[src/design/bp_pkg.sv]
`default_nettype none

package bp_pkg;

    // Address and history sizes
    localparam int ADDR_BITS      = 32;
    localparam int HIST_BITS      = 4;
    localparam int PHT_ENTRIES    = 16;
    localparam int BTB_INDEX_BITS = 4;
    localparam int BTB_ENTRIES    = 2 ** BTB_INDEX_BITS;
    localparam int TAG_BITS       = 26;

    // Fetch starts here out of reset
    localparam logic [ADDR_BITS-1:0] RESET_PC = '0;

    // 2-bit saturating counter encodings
    localparam logic [1:0] CTR_STRONG_NT = 2'b00;
    localparam logic [1:0] CTR_WEAK_NT   = 2'b01;
    localparam logic [1:0] CTR_STRONG_T  = 2'b11;

    // Word-aligned address split for table lookup
    typedef struct packed {
        logic [TAG_BITS-1:0]       tag;
        logic [BTB_INDEX_BITS-1:0] index;
        logic [1:0]                align;
    } pc_fields_t;

    // Same address seen as a raw word or as its fields
    typedef union packed {
        logic [ADDR_BITS-1:0] raw;
        pc_fields_t           f;
    } pc_addr_u;

    // Branch resolution from execute, 68 bits
    typedef struct packed {
        logic                 branch;
        logic                 taken;
        logic                 jump;
        logic                 btb_hit;
        logic [ADDR_BITS-1:0] pc;
        logic [ADDR_BITS-1:0] target;
    } resolve_t;

endpackage

`default_nettype wire

[src/design/gshare_predictor.sv]
`default_nettype none

module gshare_predictor
    import bp_pkg::*;
(
    input  logic     clk,
    input  logic     arst_n,
    input  resolve_t resolve,
    output logic     taken
);

    // Global history, newest outcome in bit 0
    logic [HIST_BITS-1:0] ghr;

    // Pattern history counters, one per history value
    logic [1:0] pht [PHT_ENTRIES];

    // Counter selected by the current history
    logic [1:0] cur_ctr;
    logic [1:0] upd_ctr;

    assign cur_ctr = pht[ghr];

    // MSB of the counter is the prediction
    assign taken = cur_ctr[1];

    // Saturating step toward the resolved outcome
    always_comb begin
        upd_ctr = cur_ctr;
        if (resolve.taken) begin
            if (cur_ctr != CTR_STRONG_T) begin
                upd_ctr = cur_ctr + 2'd1;
            end
        end else begin
            if (cur_ctr != CTR_STRONG_NT) begin
                upd_ctr = cur_ctr - 2'd1;
            end
        end
    end

    // History shift and counter write on a branch strobe
    always_ff @(posedge clk or negedge arst_n) begin
        if (!arst_n) begin
            ghr <= '0;
            // All counters start weakly not-taken
            for (int i = 0; i < PHT_ENTRIES; i++) begin
                pht[i] <= CTR_WEAK_NT;
            end
        end else if (resolve.branch) begin
            // Counter indexed by the history seen before this outcome
            pht[ghr] <= upd_ctr;
            ghr      <= {ghr[HIST_BITS-2:0], resolve.taken};
        end
    end

endmodule

`default_nettype wire

[src/design/branch_target_buffer.sv]
`default_nettype none

module branch_target_buffer
    import bp_pkg::*;
(
    input  logic                 clk,
    input  logic                 arst_n,
    input  logic [ADDR_BITS-1:0] pc,
    input  resolve_t             resolve,
    output logic                 hit,
    output logic [ADDR_BITS-1:0] btb_target
);

    // Fetch address and resolved branch address, both decoded into fields
    pc_addr_u fetch_addr;
    pc_addr_u wr_addr;

    // Entry storage
    logic [TAG_BITS-1:0]  tag_mem    [BTB_ENTRIES];
    logic [ADDR_BITS-1:0] target_mem [BTB_ENTRIES];
    logic [BTB_ENTRIES-1:0] valid;

    // Allocate only taken branches
    logic wr_en;

    assign fetch_addr.raw = pc;
    assign wr_addr.raw    = resolve.pc;

    assign wr_en = resolve.branch && resolve.taken;

    // Lookup at fetch
    assign hit = valid[fetch_addr.f.index]
              && (tag_mem[fetch_addr.f.index] == fetch_addr.f.tag);

    // Target is meaningful only alongside hit
    assign btb_target = target_mem[fetch_addr.f.index];

    // Valid bits
    always_ff @(posedge clk or negedge arst_n) begin
        if (!arst_n) begin
            valid <= '0;
        end else if (wr_en) begin
            valid[wr_addr.f.index] <= 1'b1;
        end
    end

    // Tag and target payload
    always_ff @(posedge clk) begin
        if (wr_en) begin
            tag_mem[wr_addr.f.index]    <= wr_addr.f.tag;
            // Overwrites any older branch aliasing the same slot
            target_mem[wr_addr.f.index] <= resolve.target;
        end
    end

endmodule

`default_nettype wire

[src/design/branch_correction_buffer.sv]
`default_nettype none

module branch_correction_buffer
    import bp_pkg::*;
(
    input  logic                 clk,
    input  logic                 arst_n,
    input  logic [ADDR_BITS-1:0] pc,
    input  logic                 hit,
    input  logic                 taken,
    input  resolve_t             resolve,
    output logic                 wrong,
    output logic [ADDR_BITS-1:0] recover_pc
);

    pc_addr_u fetch_addr;
    pc_addr_u res_addr;

    // Predicted direction per slot, as fetched
    logic [BTB_ENTRIES-1:0] pred;

    // Fall-through address per slot
    logic [ADDR_BITS-1:0] fall_mem [BTB_ENTRIES];

    // Prediction recorded for the resolving branch
    logic rec_pred;

    assign fetch_addr.raw = pc;
    assign res_addr.raw   = resolve.pc;

    assign rec_pred = pred[res_addr.f.index];

    // Only BTB hits were predicted, so only they can be wrong
    assign wrong = resolve.branch && resolve.btb_hit && (rec_pred != resolve.taken);

    // Predicted taken but fell through, or predicted not-taken but jumped
    assign recover_pc = rec_pred ? fall_mem[res_addr.f.index] : resolve.target;

    // Direction record
    always_ff @(posedge clk or negedge arst_n) begin
        if (!arst_n) begin
            pred <= '0;
        end else if (hit) begin
            pred[fetch_addr.f.index] <= taken;
        end
    end

    // Fall-through record
    always_ff @(posedge clk) begin
        if (hit) begin
            fall_mem[fetch_addr.f.index] <= pc + ADDR_BITS'(4);
        end
    end

endmodule

`default_nettype wire

[src/design/fetch_pc_select.sv]
`default_nettype none

module fetch_pc_select
    import bp_pkg::*;
(
    input  logic                 clk,
    input  logic                 arst_n,
    input  logic                 hit,
    input  logic                 taken,
    input  logic                 wrong,
    input  logic [ADDR_BITS-1:0] btb_target,
    input  logic [ADDR_BITS-1:0] recover_pc,
    input  resolve_t             resolve,
    output logic [ADDR_BITS-1:0] pc,
    output logic                 miss_redirect
);

    logic [ADDR_BITS-1:0] pc_next;

    // Execute overrides everything fetch guessed
    logic exec_redirect;

    // Taken branch the BTB never saw
    assign miss_redirect = resolve.branch && resolve.taken && !resolve.btb_hit;

    assign exec_redirect = resolve.jump || miss_redirect;

    // Next PC priority
    always_comb begin
        if (exec_redirect) begin
            pc_next = resolve.target;
        end else if (wrong) begin
            pc_next = recover_pc;
        end else if (hit && taken) begin
            // Predicted taken with a known target
            pc_next = btb_target;
        end else begin
            pc_next = pc + ADDR_BITS'(4);
        end
    end

    // PC advances every cycle
    always_ff @(posedge clk or negedge arst_n) begin
        if (!arst_n) begin
            pc <= RESET_PC;
        end else begin
            pc <= pc_next;
        end
    end

endmodule

`default_nettype wire

[src/design/global_prediction_top.sv]
`default_nettype none

module global_prediction_top
    import bp_pkg::*;
(
    input  logic                 clk,
    input  logic                 arst_n,
    input  resolve_t             resolve,
    output logic [ADDR_BITS-1:0] pc,
    output logic                 hit,
    output logic                 taken,
    output logic                 wrong,
    output logic                 miss_redirect
);

    // BTB target for the current pc
    logic [ADDR_BITS-1:0] btb_target;

    // Recovery address on a mispredict
    logic [ADDR_BITS-1:0] recover_pc;

    // Direction prediction
    gshare_predictor u_gshare (
        .clk     (clk),
        .arst_n  (arst_n),
        .resolve (resolve),
        .taken   (taken)
    );

    // Target lookup
    branch_target_buffer u_btb (
        .clk        (clk),
        .arst_n     (arst_n),
        .pc         (pc),
        .resolve    (resolve),
        .hit        (hit),
        .btb_target (btb_target)
    );

    // Mispredict detection and recovery address
    branch_correction_buffer u_bcb (
        .clk        (clk),
        .arst_n     (arst_n),
        .pc         (pc),
        .hit        (hit),
        .taken      (taken),
        .resolve    (resolve),
        .wrong      (wrong),
        .recover_pc (recover_pc)
    );

    // PC register and next-address mux
    fetch_pc_select u_pc_sel (
        .clk           (clk),
        .arst_n        (arst_n),
        .hit           (hit),
        .taken         (taken),
        .wrong         (wrong),
        .btb_target    (btb_target),
        .recover_pc    (recover_pc),
        .resolve       (resolve),
        .pc            (pc),
        .miss_redirect (miss_redirect)
    );

endmodule

`default_nettype wire

[config.mk]
export PLATFORM = sky130hd
export DESIGN_NAME = global_prediction_top
export DESIGN_NICKNAME = d
export VERILOG_FILES = /design/src/design/bp_pkg.sv /design/src/design/gshare_predictor.sv /design/src/design/branch_target_buffer.sv /design/src/design/branch_correction_buffer.sv /design/src/design/fetch_pc_select.sv /design/src/design/global_prediction_top.sv
export SDC_FILE = /design/constraint.sdc
export NUM_CORES = 2
export LEC_CHECK = 0
export BUFFER_PORTS_ARGS = -buffer_cell sky130_fd_sc_hd__buf_2
export CAP_MARGIN = 20
export CORE_MARGIN = 2
export CORE_UTILIZATION = 56
export CTS_BUF_LIST = sky130_fd_sc_hd__clkbuf_16
export DETAILED_ROUTE_END_ITERATION = 10
export GPL_TIMING_DRIVEN = 0
export PLACE_DENSITY_LB_ADDON = 0.08
export SLEW_MARGIN = 10
export SYNTH_ARGS = -nofsm -noshare
export SYNTH_HDL_FRONTEND = slang
export SYNTH_SLANG_ARGS = --single-unit
[constraint.sdc]
create_clock -name clk -period 4.4 [get_ports clk]
set_clock_uncertainty 0.15 [all_clocks]
set_input_delay 0 -clock clk [delete_from_list [all_inputs] [get_ports clk]]
set_output_delay 0 -clock clk [all_outputs]
set_load 0.005 [all_outputs]
==> metrics.cfg <==
[status]
status = finished, final reports clean

[power]
p_leak_nw = 23.7
power_density_nw_per_um2 = 466
peakVddDrop_v = 0.000404

[drt]
firstDrtPassIters = 6
postRouteAntennaNets = 0
post_drt_wl_per_cell_um = 34.9
via_per_inst = 6.69
dr_total_vias = 32200
wirelength_mm = 168
drc = 0
drt_iter0_markers = 4214

[synth]
synth_compound_area_frac = 0.0234
yosys.area.top_type = edfxtp_1
syn-cell-area_um2 = 60600
syn_nets = 2877
ys_seq_area_frac = 0.755
synth_ff_type = edfxtp_1
synthAdderAreaFrac = 0.00116
syn_inst = 2803
synth_area_per_cell_um2 = 21.6
synth_edf_count = 1440
synth_cell_types = 69
ys_async_sr_fraction = 0.0649
synth-simple-area-share = 0.0217
yosys_warnings = 0
synth-xor-area-share = 0.00794
ys_seq_elements = 1540
synthTopCellsByArea = edfxtp_1, mux4_2, dfrtp_1, mux2i_1, mux2_2
synth_mux_area_frac = 0.178
synth_top_area_share = 0.713
synth_top_family_by_area = multiplexers

[floorplanning]
die_height_um = 333
pin_count = 106
fp-row-count = 120
initial_core_util = 0.566
dieArea_um2 = 111000
fp.dieW_um = 333
core_area_um2 = 107000

[critical_path]
cp-end-kind = output port
path_class = reg -> out
critPathSlowestCell = nor2b_1
startpoint_type = flop
cp_num_buf_inv = 3
worst_ep_arrival_time_ps = 4190
slowest_delay_ps = 960
critPathTopFamily = simple AND/OR/NAND/NOR gates
path_cells = buf_2 > nor2b_1 > a22oi_1 > nand2_1 > xnor2_1 > nand2_1 > nor4_2 > and3_4 > buf_6 > buf_2
required_ps = 4250
worst-path-max-fanout = 15

[sta]
rsz0062_at_grt = false
worstMarginPinSlew_ps = 1170
slew_violations = 0
setup_viol = 0
fin_crit_sh = 0.986
setup_ws_ps = 61.3
slew_headroom = 0.218
final_period_minus_worst_setup_slack_ps = 4340
final_hold_viol_count = 0
timing.fmax_ghz = 0.230

[placed_design]
place_congestion = 0.915
port_buffers = 101
dp_hpwl_mm = 108
place_ws_ps = -1140
dpl_cell_area_um2 = 64700

[layout]
multi_input_area_um2 = 14700
area_delta_synth_final_pct = 18.2
fin_nets = 3355
drive_above_1_share = 0.318
final_area_um2 = 71700
regArea_um2 = 45800
nFillCells = 6882

[global_routing]
track_usage = 0.306
grt_pass1_vias = 32000
antenna_found_initial = 4
overflow = 0
grt_pass1_wl_mm = 237
grt_max_degree = 71

[cts]
cts.sinks = 1540
cts.reportedPaths.clkPinSlew_ps = 60
root_buffer = clkbuf_16
ctsHtreeMaxLevel = 4
clkLatencyLatePin_ps = 760
clock_path_buffers = 3
cts-buffers-inserted = 155
cts_tree = done

[run]
cap_violations = 0

[worst_hold_path]
hp-class = in -> reg

cell families after synthesis:
kind of cell,count (synthesis)
multiplexers,570
AO/OA/AOI/OAI,199
flip-flops,1540
AND/OR/NAND/NOR,252
adder cells (fa/ha/maj),6
XOR/XNOR,55
buffers and inverters,181
final cells by class:
type	count	share of cell area
plain buffers	153	0.0118
clock inverters	118	0.0125
multi-input cells	1097	0.205
flip-flops and latches	1540	0.638
repair buffers	309	0.0496
clock buffers	162	0.0566
well taps	1403	0.0245
diodes	1	0.0000349
inverters	25	0.00134
stage by stage:
stage          utilization  power (mW)  setup TNS, ps  hold WS, ps  instances
2_1_floorplan            -        19.1         -25260         -446       2803
3_3_place_gp         0.587        20.4       -4377200          116       4307
3_5_place_dp         0.604        20.6        -523300         -250       4390
4_1_cts              0.666        33.4              0        0.820       4797
5_1_grt              0.669        34.3              0         26.3       4807
6_report             0.669        33.4              0         37.4       4808
registers in the layout, summed over array words and instances, names as in the netlist:
register,cells
u_bcb.fall_mem,512
u_bcb.pred,16
u_btb.tag_mem,416
u_btb.target_mem,512
u_btb.valid,16
u_gshare.ghr,4
u_gshare.pht,32
u_pc_sel.pc,32
cell usage in the layout (no fill, tap or decap), types with 8 or more instances in the layout:
master / count
edfxtp_1: 1440
mux4_2: 399
clkbuf_16: 162
buf_2: 122
mux2i_1: 104
dfrtp_1: 81
dlygate4sd3_1: 77
clkbuf_1: 74
nor2_1: 55
buf_12: 53
inv_1: 52
nand2_1: 48
mux2_2: 46
clkinv_1: 39
buf_4: 37
o22ai_1: 37
a21oi_1: 37
buf_8: 33
xnor2_1: 32
and3_4: 30
nand3_1: 27
a22oi_1: 26
o31a_1: 26
clkinv_2: 25
buf_16: 22
buf_1: 20
or2_2: 19
buf_6: 16
dfstp_2: 16
nand4_1: 15
mux2_1: 15
nor2_4: 13
bufinv_16: 13
xnor2_2: 11
a31oi_1: 10
nand2b_1: 10
a22o_1: 8
final timing paths:
path,startpoint,to,slack (ps),depth (start not counted)
max,u_pc_sel.pc[4],hit,60,10
min,resolve[0],u_btb.target_mem[9][0],40,2
max reg2reg,u_pc_sel.pc[4],u_bcb.pred[12],90,11
max in group asynchronous,arst_n,u_pc_sel.pc[4],3280,5
min in group asynchronous,arst_n,u_bcb.pred[7],120,4
min reg2reg,u_btb.valid[5],u_btb.valid[5],320,1
where the power goes:
part	switching (mW)	total [mW]	internal (mW)
clock	5.42	12.8	7.40
combinational	2.26	3.84	1.58
sequential	0.240	16.7	16.5
Yosys cell counts, drive strengths merged (10+ instances only):
| library cell | n |
|---|---|
| a21oi | 37 |
| o22ai | 37 |
| o21ai | 10 |
| clkbuf | 82 |
| nand4 | 15 |
| inv | 24 |
| nor2 | 70 |
| xnor2 | 46 |
| and3 | 20 |
| a31oi | 10 |
| dfstp | 16 |
| mux4 | 399 |
| mux2 | 61 |
| nand2 | 49 |
| nor3 | 13 |
| buf | 74 |
| nand3 | 27 |
| nand2b | 10 |
| a22oi | 29 |
| a221oi | 10 |
| or2 | 20 |
| mux2i | 110 |
| dfrtp | 84 |
| edfxtp | 1440 |
| o31a | 26 |
per-layer routing:
| metal | track usage | wire length [µm] | vias up | part of all wire |
|---|---|---|---|---|
| li1 | - | - | 12800 | - |
| met1 | 0.445 | 66700 | 17200 | 0.40 |
| met2 | 0.473 | 78800 | 1821 | 0.47 |
| met3 | 0.0606 | 15700 | 353 | 0.093 |
| met4 | 0.106 | 6430 | 6 | 0.038 |
| met5 | 0 | 35 | - | 0.00021 |
timing repair:
item / 4_1_cts / 5_1_grt
hold buffers: 78 / 0
resized for setup: 79 / 44
endpoints found under the setup margin: 636 / 531
buffers inserted: 36 / 3
endpoints found under the hold margin: 1097 / 0
cloned: 15 / 0
pin swaps: 2 / 6
No activity file was read; power rests on OpenSTA's default activity.
